### src/cam_pkg.sv
`default_nettype none

// camera side of the capture path
package cam_pkg;

    localparam int CAM_W = 64;  // active pixels per line
    localparam int CAM_H = 32;  // active lines per frame

    // rgb565 field positions
    localparam int R_MSB = 15;
    localparam int R_LSB = 11;
    localparam int G_MSB = 10;
    localparam int G_LSB = 5;
    localparam int B_MSB = 4;
    localparam int B_LSB = 0;

    typedef logic [$clog2(CAM_W)-1:0] hcount_t;  // camera column
    typedef logic [$clog2(CAM_H)-1:0] vcount_t;  // camera row

    typedef logic [15:0] pixel565_t;  // r g b packed msb first
    typedef logic [7:0] cam_byte_t;   // one byte off the camera bus

endpackage

`default_nettype wire

### src/fb_pkg.sv
`default_nettype none

// frame buffer geometry and readout codes
package fb_pkg;

    localparam int DS_SHIFT = 2;  // downsample by 1 << DS_SHIFT both ways

    localparam int FB_W = 16;
    localparam int FB_H = 8;
    localparam int FB_DEPTH = FB_W * FB_H;

    // longest run of refused cycles a pending read may see
    localparam int RD_WAIT_MAX = 2;

    typedef logic [$clog2(FB_DEPTH)-1:0] fb_addr_t;
    typedef logic [$clog2(FB_W)-1:0] fb_x_t;
    typedef logic [$clog2(FB_H)-1:0] fb_y_t;

    // channel select, code 3 falls back to green
    typedef logic [1:0] chan_sel_t;

    localparam chan_sel_t CH_GREEN = 2'd0;
    localparam chan_sel_t CH_RED = 2'd1;
    localparam chan_sel_t CH_BLUE = 2'd2;

endpackage

`default_nettype wire

### src/camera_capture_top.sv
`timescale 1ns/1ps
`default_nettype none

module camera_capture_top (
    input  wire                clk_camera,
    input  wire                recent_reset,
    // camera bus, asynchronous levels
    input  wire cam_pkg::cam_byte_t camera_d,
    input  wire                cam_pclk,
    input  wire                cam_hsync,
    input  wire                cam_vsync,
    // host readout port
    input  wire                rd_req,
    input  wire fb_pkg::fb_x_t rd_x,
    input  wire fb_pkg::fb_y_t rd_y,
    input  wire fb_pkg::chan_sel_t chan_sel,
    input  wire [7:0]          lower_bound,
    input  wire [7:0]          upper_bound,
    output logic               rd_valid,
    output cam_pkg::pixel565_t rd_pixel,
    output logic               rd_mask
);
    import cam_pkg::*;
    import fb_pkg::*;

    logic      pix_valid;
    pixel565_t pix_data;
    hcount_t   pix_hcount;
    vcount_t   pix_vcount;

    logic      wr_en;
    fb_addr_t  wr_addr;
    pixel565_t wr_data;

    logic      rd_pend, rd_grant;
    fb_addr_t  rd_addr;

    logic      mem_we;
    fb_addr_t  mem_addr;
    pixel565_t mem_wdata, mem_rdata;

    pixel_reconstruct i_pixel_reconstruct (
        .clk_camera(clk_camera), .recent_reset(recent_reset),
        .camera_d(camera_d), .cam_pclk(cam_pclk),
        .cam_hsync(cam_hsync), .cam_vsync(cam_vsync),
        .pix_valid(pix_valid), .pix_data(pix_data),
        .pix_hcount(pix_hcount), .pix_vcount(pix_vcount)
    );

    downsample_writer i_downsample_writer (
        .clk_camera(clk_camera), .recent_reset(recent_reset),
        .pix_valid(pix_valid), .pix_data(pix_data),
        .pix_hcount(pix_hcount), .pix_vcount(pix_vcount),
        .wr_en(wr_en), .wr_addr(wr_addr), .wr_data(wr_data)
    );

    fb_arbiter i_fb_arbiter (
        .clk_camera(clk_camera), .recent_reset(recent_reset),
        .wr_en(wr_en), .wr_addr(wr_addr), .wr_data(wr_data),
        .rd_pend(rd_pend), .rd_addr(rd_addr), .rd_grant(rd_grant),
        .mem_we(mem_we), .mem_addr(mem_addr), .mem_wdata(mem_wdata)
    );

    frame_buffer i_frame_buffer (
        .clk_camera(clk_camera), .mem_we(mem_we), .mem_addr(mem_addr),
        .mem_wdata(mem_wdata), .mem_rdata(mem_rdata)
    );

    pixel_reader i_pixel_reader (
        .clk_camera(clk_camera), .recent_reset(recent_reset),
        .rd_req(rd_req), .rd_x(rd_x), .rd_y(rd_y), .chan_sel(chan_sel),
        .lower_bound(lower_bound), .upper_bound(upper_bound),
        .rd_grant(rd_grant), .mem_rdata(mem_rdata),
        .rd_pend(rd_pend), .rd_addr(rd_addr),
        .rd_valid(rd_valid), .rd_pixel(rd_pixel), .rd_mask(rd_mask)
    );

endmodule

`default_nettype wire

### src/downsample_writer.sv
`timescale 1ns/1ps
`default_nettype none

module downsample_writer (
    input  wire                clk_camera,
    input  wire                recent_reset,
    input  wire                pix_valid,
    input  wire cam_pkg::pixel565_t pix_data,
    input  wire cam_pkg::hcount_t pix_hcount,
    input  wire cam_pkg::vcount_t pix_vcount,
    output logic               wr_en,    // single cycle write strobe
    output fb_pkg::fb_addr_t   wr_addr,
    output cam_pkg::pixel565_t wr_data
);
    import fb_pkg::*;

    fb_x_t ds_x;
    fb_y_t ds_y;
    logic  keep;

    assign ds_x = fb_x_t'(pix_hcount >> DS_SHIFT);
    assign ds_y = fb_y_t'(pix_vcount >> DS_SHIFT);

    // column and row both on the downsample grid
    assign keep = pix_valid
                  && (pix_hcount[DS_SHIFT-1:0] == '0)
                  && (pix_vcount[DS_SHIFT-1:0] == '0);

    always_ff @(posedge clk_camera) begin
        if (recent_reset) begin
            wr_en <= 1'b0;
        end else begin
            wr_en <= keep;
        end
    end

    always_ff @(posedge clk_camera) begin
        if (keep) begin
            wr_addr <= fb_addr_t'(int'(ds_x) + FB_W * int'(ds_y));  // row major
            wr_data <= pix_data;
        end
    end

endmodule

`default_nettype wire

### src/fb_arbiter.sv
`timescale 1ns/1ps
`default_nettype none

module fb_arbiter (
    input  wire                clk_camera,
    input  wire                recent_reset,
    input  wire                wr_en,
    input  wire fb_pkg::fb_addr_t wr_addr,
    input  wire cam_pkg::pixel565_t wr_data,
    input  wire                rd_pend,   // held until granted
    input  wire fb_pkg::fb_addr_t rd_addr,
    output logic               rd_grant,
    output logic               mem_we,
    output fb_pkg::fb_addr_t   mem_addr,
    output cam_pkg::pixel565_t mem_wdata
);
    import fb_pkg::*;

    logic [$clog2(RD_WAIT_MAX+1)-1:0] wait_cnt;  // consecutive refusals

    // capture never stalls, the write always wins the port
    assign mem_we = wr_en;
    assign mem_addr = wr_en ? wr_addr : rd_addr;
    assign mem_wdata = wr_data;
    assign rd_grant = rd_pend & ~wr_en;

    always_ff @(posedge clk_camera) begin
        if (recent_reset) begin
            wait_cnt <= '0;
        end else if (rd_pend && !rd_grant) begin
            wait_cnt <= wait_cnt + 1'b1;
        end else begin
            wait_cnt <= '0;
        end
    end

    // writes come at most every 8 cycles so a read is refused briefly
    a_rd_wait: assert property (@(posedge clk_camera) disable iff (recent_reset)
        (rd_pend && !rd_grant) |-> int'(wait_cnt) < RD_WAIT_MAX)
        else $error("read starved on the frame buffer port");

endmodule

`default_nettype wire

### src/frame_buffer.sv
`timescale 1ns/1ps
`default_nettype none

module frame_buffer (
    input  wire                clk_camera,
    input  wire                mem_we,
    input  wire fb_pkg::fb_addr_t mem_addr,
    input  wire cam_pkg::pixel565_t mem_wdata,
    output cam_pkg::pixel565_t mem_rdata  // one cycle after the access
);
    import cam_pkg::*;
    import fb_pkg::*;

    pixel565_t mem [FB_DEPTH];

    always_ff @(posedge clk_camera) begin
        if (mem_we) begin
            mem[mem_addr] <= mem_wdata;
        end
        mem_rdata <= mem[mem_addr];  // old data on a write cycle
    end

endmodule

`default_nettype wire

### src/pixel_reader.sv
`timescale 1ns/1ps
`default_nettype none

module pixel_reader (
    input  wire                clk_camera,
    input  wire                recent_reset,
    input  wire                rd_req,      // host pulse
    input  wire fb_pkg::fb_x_t rd_x,
    input  wire fb_pkg::fb_y_t rd_y,
    input  wire fb_pkg::chan_sel_t chan_sel,
    input  wire [7:0]          lower_bound,
    input  wire [7:0]          upper_bound,
    input  wire                rd_grant,
    input  wire cam_pkg::pixel565_t mem_rdata,
    output logic               rd_pend,
    output fb_pkg::fb_addr_t   rd_addr,
    output logic               rd_valid,
    output cam_pkg::pixel565_t rd_pixel,
    output logic               rd_mask
);
    import cam_pkg::*;
    import fb_pkg::*;

    logic      in_flight;  // granted, data lands next cycle
    chan_sel_t sel_q;
    logic [7:0] lo_q, hi_q;
    logic [7:0] red8, green8, blue8;
    logic [7:0] chan_val;

    // widen each field to 8 bits, zeros in the low bits
    assign red8 = {mem_rdata[R_MSB:R_LSB], 3'b000};
    assign green8 = {mem_rdata[G_MSB:G_LSB], 2'b00};
    assign blue8 = {mem_rdata[B_MSB:B_LSB], 3'b000};

    always_comb begin
        case (sel_q)
            CH_GREEN: chan_val = green8;
            CH_RED:   chan_val = red8;
            CH_BLUE:  chan_val = blue8;
            default:  chan_val = green8;  // code 3 reads as green
        endcase
    end

    always_ff @(posedge clk_camera) begin
        if (recent_reset) begin
            rd_pend   <= 1'b0;
            in_flight <= 1'b0;
            rd_valid  <= 1'b0;
        end else begin
            in_flight <= rd_grant;
            rd_valid  <= in_flight;
            if (rd_req) begin
                rd_pend <= 1'b1;
            end else if (rd_grant) begin
                rd_pend <= 1'b0;  // memory has the address now
            end
        end
    end

    always_ff @(posedge clk_camera) begin
        if (rd_req) begin
            rd_addr <= fb_addr_t'(int'(rd_x) + FB_W * int'(rd_y));
            sel_q   <= chan_sel;
            lo_q    <= lower_bound;
            hi_q    <= upper_bound;
        end
        if (in_flight) begin
            rd_pixel <= mem_rdata;
            rd_mask  <= (lo_q <= chan_val) && (chan_val <= hi_q);  // inclusive bounds
        end
    end

    a_one_req: assert property (@(posedge clk_camera) disable iff (recent_reset)
        rd_req |-> !(rd_pend || in_flight))
        else $error("host read issued before the previous one finished");

endmodule

`default_nettype wire

### src/pixel_reconstruct.sv
`timescale 1ns/1ps
`default_nettype none

module pixel_reconstruct (
    input  wire               clk_camera,
    input  wire               recent_reset,
    input  wire cam_pkg::cam_byte_t camera_d,
    input  wire               cam_pclk,
    input  wire               cam_hsync,
    input  wire               cam_vsync,
    output logic              pix_valid,   // one cycle per completed pixel
    output cam_pkg::pixel565_t pix_data,
    output cam_pkg::hcount_t  pix_hcount,
    output cam_pkg::vcount_t  pix_vcount
);
    import cam_pkg::*;

    // two flop synchronisers, pclk gets a third for edge detect
    logic      pclk_s1, pclk_s2, pclk_s3;
    logic      hs_s1, hs_s2;
    logic      vs_s1, vs_s2;
    cam_byte_t d_s1, d_s2;

    // edge detect stage, data and syncs kept in step with rise_q
    logic      rise_q;
    logic      hs_q, vs_q;
    logic      hs_prev;
    cam_byte_t d_q;

    logic      phase;      // 0 means next byte is the high byte
    cam_byte_t hi_byte;
    hcount_t   hcount;
    vcount_t   vcount;
    logic      line_seen;  // pixel emitted since hsync went high
    logic      byte_take;
    logic      pair_done;
    logic      hs_fall;

    always_ff @(posedge clk_camera) begin
        pclk_s1 <= cam_pclk;
        pclk_s2 <= pclk_s1;
        pclk_s3 <= pclk_s2;
        hs_s1   <= cam_hsync;
        hs_s2   <= hs_s1;
        vs_s1   <= cam_vsync;
        vs_s2   <= vs_s1;
        d_s1    <= camera_d;
        d_s2    <= d_s1;
        d_q     <= d_s2;   // lines up with rise_q
        hs_q    <= hs_s2;
        vs_q    <= vs_s2;
    end

    always_ff @(posedge clk_camera) begin
        if (recent_reset) begin
            rise_q  <= 1'b0;
            hs_prev <= 1'b0;
        end else begin
            rise_q  <= pclk_s2 & ~pclk_s3;  // registered rise of pclk
            hs_prev <= hs_q;
        end
    end

    assign byte_take = rise_q & hs_q & vs_q;  // sample only inside active video
    assign pair_done = byte_take & phase;
    assign hs_fall = hs_prev & ~hs_q;

    always_ff @(posedge clk_camera) begin
        if (recent_reset) begin
            phase     <= 1'b0;
            hcount    <= '0;
            vcount    <= '0;
            line_seen <= 1'b0;
            pix_valid <= 1'b0;
        end else begin
            pix_valid <= pair_done;
            if (!hs_q) begin
                // blanking, realign bytes and restart the column
                phase     <= 1'b0;
                hcount    <= '0;
                line_seen <= 1'b0;
            end else if (byte_take) begin
                phase <= ~phase;
                if (phase) begin
                    hcount    <= hcount + 1'b1;  // column after this pixel
                    line_seen <= 1'b1;
                end
            end
            // only a fall that ends a real line moves to the next row
            if (!vs_q) begin
                vcount <= '0;
            end else if (hs_fall && line_seen) begin
                vcount <= vcount + 1'b1;
            end
        end
    end

    always_ff @(posedge clk_camera) begin
        if (byte_take && !phase) begin
            hi_byte <= d_q;  // first byte of the pair is the high half
        end
        if (pair_done) begin
            pix_data   <= {hi_byte, d_q};
            pix_hcount <= hcount;
            pix_vcount <= vcount;
        end
    end

    // hcount reaching CAM_W inside a line means more than CAM_W pixels
    a_col_range: assert property (@(posedge clk_camera) disable iff (recent_reset)
        pair_done |-> !(line_seen && hcount == hcount_t'(CAM_W)))
        else $error("camera line longer than CAM_W pixels");

endmodule

`default_nettype wire
### config.mk
export PLATFORM = sky130hd
export DESIGN_NAME = camera_capture_top
export DESIGN_NICKNAME = d
export VERILOG_FILES = /design/src/cam_pkg.sv /design/src/fb_pkg.sv /design/src/camera_capture_top.sv /design/src/downsample_writer.sv /design/src/fb_arbiter.sv /design/src/frame_buffer.sv /design/src/pixel_reader.sv /design/src/pixel_reconstruct.sv
export SDC_FILE = /design/constraint.sdc
export NUM_CORES = 2
export LEC_CHECK = 0
export BUFFER_PORTS_ARGS = -buffer_cell sky130_fd_sc_hd__buf_2
export CAP_MARGIN = 20
export CORE_ASPECT_RATIO = 1.1
export CORE_UTILIZATION = 30
export CTS_BUF_LIST = sky130_fd_sc_hd__clkbuf_2 sky130_fd_sc_hd__clkbuf_4 sky130_fd_sc_hd__clkbuf_8
export CTS_CLUSTER_DIAMETER = 200
export DETAILED_ROUTE_END_ITERATION = 12
export PLACE_DENSITY = 0.41
export SETUP_SLACK_MARGIN = 0.4
export SYNTH_ARGS = -nofsm -noshare
export SYNTH_HDL_FRONTEND = slang
export SYNTH_SLANG_ARGS = --single-unit
### constraint.sdc
create_clock -name clk_camera -period 9.4 [get_ports clk_camera]
set_input_delay 0.47 -clock clk_camera [delete_from_list [all_inputs] [get_ports clk_camera]]
set_output_delay 0.47 -clock clk_camera [all_outputs]
set_load 0.02 [all_outputs]
## Word-level counts from Yosys, hierarchy flattened

Memory sizes are Yosys's and may differ from the RTL's. A register that Yosys moved wholly into a read port is not among the register bits.
Cells that the tools add are included.

- Add/subtract/negate cells: 4
- $mul: 0
- Div/mod/pow operators: 0
- Magnitude comparators: 2
- Equality and inequality tests: 2
- Shift operators: 0
- Multiplexer cells: 6
- Bitwise gates (word level): 11
- Reduce and logical (&&, ||, !) cells: 12

Operators with widths:

| cell | number |
|---|---|
| $le A8 B8 Y1 | 2 |
| $pmux W8 S2 | 1 |
| $add A4 B7 Y7 | 2 |
| $mux W7 | 1 |
| $add A6 B1 Y6 const B | 1 |
| $and A1 B1 Y1 | 6 |
| $add A5 B1 Y5 const B | 1 |
| $logic_and A1 B1 Y1 | 5 |
| $not A1 Y1 | 5 |
| $logic_not A2 Y1 | 2 |
| $mux W1 | 4 |
| $reduce_or A2 Y1 | 2 |
| $eq A2 B1 Y1 const B | 1 |
| $eq A2 B2 Y1 const B | 1 |
| $reduce_and A2 Y1 | 1 |
| $reduce_bool A2 Y1 | 1 |
| $logic_not A1 Y1 | 1 |

- Flip-flop bits (word level): 153
- Bits in latches: 0
- Bits in writable memories: 2048
- Memory bits (read-only): 0
- Bits of input ports: 39
- Output and inout bits: 18
- Word-level logic and storage cells: 73
- Memories kept: 1

Memory list:

| memory | words | bits a word | rd ports | clocked after memory_dff | wr ports | RTL line | RTL |
|---|---|---|---|---|---|---|---|
| i_frame_buffer.mem | 128 | 16 | 1 | 1 | 1 | frame_buffer.sv:14 | `pixel565_t mem [FB_DEPTH];` |

## Logic depth before layout (Yosys ltp)

- Depth after elaboration: 4
- Mapped depth: 14
- Mapped depth without buffers: 13

## Cells and area by module

A second synthesis with hierarchy kept.

- Cell total of the unflattened synthesis: 4929
- Area, all modules: 83981.8 um^2

By module, submodules not included:

| module | times used | cells an instance | area an instance (um^2) | sequential area each (um^2) |
|---|---|---|---|---|
| frame_buffer | 1 | 4623 | 78861.9 | 61819.3 |
| pixel_reconstruct | 1 | 138 | 2349.8 | 2031.9 |
| pixel_reader | 1 | 115 | 1779.2 | 1321.3 |
| downsample_writer | 1 | 27 | 738.2 | 710.7 |
| fb_arbiter | 1 | 26 | 252.7 | 0.0 |

## Worst setup path after synthesis

OpenSTA, ideal clock, no wires.

- Path kind: reg2reg
- Start point: register i_pixel_reconstruct.pix_hcount[1]
- End point: register i_downsample_writer.wr_addr[0], enable pin
- Setup time: 0.464 ns
- Data arrival time: 2.738 ns
- Setup slack: 6.198 ns
- Cell stages (with the launch flop): 2
- Clock period less this slack: 3.202 ns
- Cells stage by stage: edfxtp_1 -> nor4_1

- Longest elaborated chain between the ends: 3

RTL lines:

| element | RTL line | RTL |
|---|---|---|
| start: declaration | pixel_reconstruct.sv:13 | `output cam_pkg::hcount_t pix_hcount,` |
| start signal: assignment | pixel_reconstruct.sv:104 | `pix_hcount <= hcount;` |
| $logic_not A2 Y1 | downsample_writer.sv:26 | `&& (pix_hcount[DS_SHIFT-1:0] == '0)` |
| $logic_and A1 B1 Y1 | downsample_writer.sv:26 |  |
| $logic_and A1 B1 Y1 | downsample_writer.sv:27 | `&& (pix_vcount[DS_SHIFT-1:0] == '0);` |
| via i_downsample_writer.keep | downsample_writer.sv:19 | `logic keep;` |
| end signal: assignment | downsample_writer.sv:39 | `wr_addr <= fb_addr_t'(int'(ds_x) + FB_W * int'(ds_y));` |
| end: declaration | downsample_writer.sv:12 | `output fb_pkg::fb_addr_t wr_addr,` |

The timed path passes the listed nets, and every way through them passes these cells.
A chain may end at the register's enable or synchronous reset.

## Final worst setup path

- Start point: register i_downsample_writer.wr_en
- End point: register i_frame_buffer.mem_rdata[11], read port of i_frame_buffer.mem

- Longest elaborated chain between the ends: 1

RTL lines:

| element | RTL line | RTL |
|---|---|---|
| start: declaration | downsample_writer.sv:11 | `output logic wr_en,` |
| start signal: assignment | downsample_writer.sv:33 | `wr_en <= keep;` |
| $mux W7 | fb_arbiter.sv:23 | `assign mem_addr = wr_en ? wr_addr : rd_addr;` |
| end: declaration | frame_buffer.sv:9 | `output cam_pkg::pixel565_t mem_rdata` |

No other way between the ends.

==> metrics.md <==
| Metric | Value |
|---|---|
| Utilization after layout | a little over a third |
| GR Overflow Total | 0 |
| Final setup viols | 0 |
| Vias post-DR | 44596 |
| Sw frac | about a quarter |
| Tcrit/Tclk final | about 51% |
| Psw | 4729 uW |
| Post-synth top flop | edfxtp_1 |
| Final Hold Violating Endpoints | 0 |
| Synthesized net count | ~4300 |
| Synth top area share | about four fifths |
| Initial antenna violation count | 14 |
| Skew final | ~85 ps |
| Status | finished clean |
| Dpl ws | roughly 4600 ps |
| Sink Count | approximately 2200 |
| Avg Cell Area, Syn | around 19 um2 |
| FF+latch count, synth | 2217 |
| Row count | between 150 and 200 |
| Share of layout cells above drive strength 1 | between 20% and 30% |
| RSZ-0062 raised after global routing | no |
| Dpl hpwl | approximately 150000 um |
| Initial Utilization | between 30% and 40% |
| Synth Instances | 4224 |
| Arrival time of the worst setup path | roughly 5700 ps |
| First DRT Iteration DRCs | between 4000 and 5000 |
| Drt drc | 0 |
| Placed cells | between 7000 and 8000 |
| Worst setup EP type | flip-flop |
| Die area | around 0.27 mm2 |
| Final setup TNS | 0 ps |
| Logic pwr share | 5.3% |
| Post-Syn Area | 0.07986 mm2 |
| Async S/R FF share, synth | 0% |
| Kind of critical path | flip-flop to flip-flop |
| # Post-CTS Setup Buffers | 0 |
| Root Driver | clkbuf_8 |
| Fillers | approximately 25000 |
| Fin worst setup slack | about 4600 ps |
| Max Slew Vio Count | 0 |
| Clk pin slew, worst setup/hold paths | about 60 ps |
| Sequential share of the synthesized area | around 83% |
| Core area | between 0.2 and 0.3 mm2 |
| Critical Path Source Type | flip-flop |
| Gpl congestion | ~0.78 |
| Hold WC Path Type | input port to flip-flop |
| Final min period | slightly below 5000 ps |
| Crit path max fanout | 80 |
| Critical path required time | 10310 ps |
| Internal Dissipation | about 15000 uW |
| Worst VDD drop | between 0.1 and 0.15 mV |
| Post-Layout Cell Count | between 8000 and 9000 |
| Post-detailed-route via-to-cell ratio | ~5.3 |
| DRT Wirelength | about 270000 um |
| Top cells by area, synth | edfxtp_1 81%, a22oi_1 9.3%, a41oi_1 2.7% |
| CTS buffer count | 370 |
| DIE WIDTH | between 400 and 500 um |
| Gr usage total | between 20% and 30% |
| Top-count cell post-synth | edfxtp_1 |
| IO buf count | 56 |
| Largest net degree at the start of global routing | ~120 |
| Clk_lat worst skew | slightly below 1000 ps |
| Count of cell types in the netlist | 52 |
| Pwr dens | around 220 mW/mm2 |
| Area grow syn2layout | 16.78% |
| Top Ports | 57 |
| Die height | roughly 540 um |
| Synth cell count leaders | 2148 x edfxtp_1, 994 x a22oi_1, 246 x a41oi_1, 142 x clkbuf_1, 142 x nor2_1 |
| Max-cap viol count | 0 |
| Routed Antenna Nets | 0 |
| Tightest Pin Transition | 1158 ps |
| Share of power burned in registers | 53.5% |
| WL per Instance | 32.60 um |
| Number of global-route vias before repair | ~45000 |
| H-tree depth | 5 |
| Static leakage | about 0.028 uW |
| First drt pass iteration count | 6 |
| Slew HR | 22.59% |
| Nets | around 4600 |
| Max Buffers Root-to-Sink | 4 |
| First-pass GRT wire length | 375000 um |
| TritonCTS clock tree | built |
| Top cell type by total area after synthesis | edfxtp_1 |
| Clock share of power | 41.2% |
| Yosys warns | 0 |
| Post-synth EDFFs | around 2100 |
| F_max | between 200 and 250 MHz |
[cell families after synthesis]
family / share of synthesized area, %
buffers and inverters: 1.761
multiplexers: 0.4763
flip-flops: 82.50
adder cells (fa/ha/maj): 0.2507
AND/OR/NAND/NOR: 1.866
AO/OA/AOI/OAI: 13.03
XOR/XNOR: 0.1097
[area by class of cell]
| type | instances | area [um2] | area share [%] |
|---|---|---|---|
| diodes | 6 | 15.01 | 0.01610 |
| clock buffers | 522 | 6321 | 6.778 |
| clock inverters | 136 | 739.5 | 0.7930 |
| inverters | 19 | 71.32 | 0.07648 |
| multi-input cells | 1700 | 13490 | 14.47 |
| flip-flops and latches | 2217 | 65880 | 70.65 |
| well taps | 3500 | 4379 | 4.696 |
| repair buffers | 280 | 2350 | 2.520 |
[state kept, by name, summed over array words and instances, names as in the netlist, 16 cells and up]
signal	cells
i_frame_buffer.mem_rdata	16
i_downsample_writer.wr_data	16
i_frame_buffer.mem	2048
i_pixel_reconstruct.pix_data	16
i_pixel_reader.rd_pixel	16
[layout by cell type (no fill, tap or decap), types with 57 or more instances in the layout]
cell         n
dfxtp_1     69
a41oi_1    246
buf_2       57
edfxtp_1  2148
buf_4      160
clkbuf_8   384
clkinv_1    92
clkbuf_4   138
a22oi_1    992
nor2_4      69
[power by group through the flow]
stage | sequential (uW) | combinational [uW] | clock (uW)
2_1_floorplan | 10900 | 506 | 0
3_3_place_gp | 11000 | 1030 | 0
3_5_place_dp | 11000 | 1070 | 0
4_1_cts | 10800 | 1090 | 8520
5_1_grt | 10800 | 1120 | 8930
6_report | 10800 | 1070 | 8330
[per-layer routing]
layer	global-route usage, %	part of all wire, %	up-vias
met1	26.95	43	23817
li1	-	-	18779
met3	3.373	6.2	390
met4	5.801	2.7	0
met2	33.05	48	1610
met5	0	0	-
[critical path: stages (launching register included)]
cell	delay, ps
dfxtp_1	310
buf_4	350
or4b_2	1030
o31ai_4	170
buf_4	660
buf_12	410
a22oi_1	190
a41oi_1	760
or4_1	250
o22ai_1	110
a221oi_2	180
[through the flow]
stage / total power (uW) / cell area (um2) / hold WS (ps)
finish: 20200 / 93250 / 121.7
global route: 20850 / 93250 / 100.9
floorplan: 11450 / 79860 / 309.6
global placement: 12040 / 85350 / 310.6
detailed placement: 12080 / 85810 / 312.1
CTS: 20410 / 93240 / 64.51
[repair_timing]
action / 4_1_cts / 5_1_grt
hold buffers: 37 / 0
gates resized for setup: 0 / 0
endpoints found under the hold margin: 47 / 0
[final timing paths]
kind                            slack, ps                        start                      endpoint  depth (start not counted)
worst min-delay path                  120                       rd_req     i_pixel_reader.rd_addr[1]                          1
worst max-delay path                 4600    i_downsample_writer.wr_en  i_frame_buffer.mem_rdata[11]                         10
worst min register to register        310  i_pixel_reconstruct.pclk_s1   i_pixel_reconstruct.pclk_s2                          0
worst max register to register       4600    i_downsample_writer.wr_en  i_frame_buffer.mem_rdata[11]                         10
Note: power is estimated with default switching activity, not from simulation.
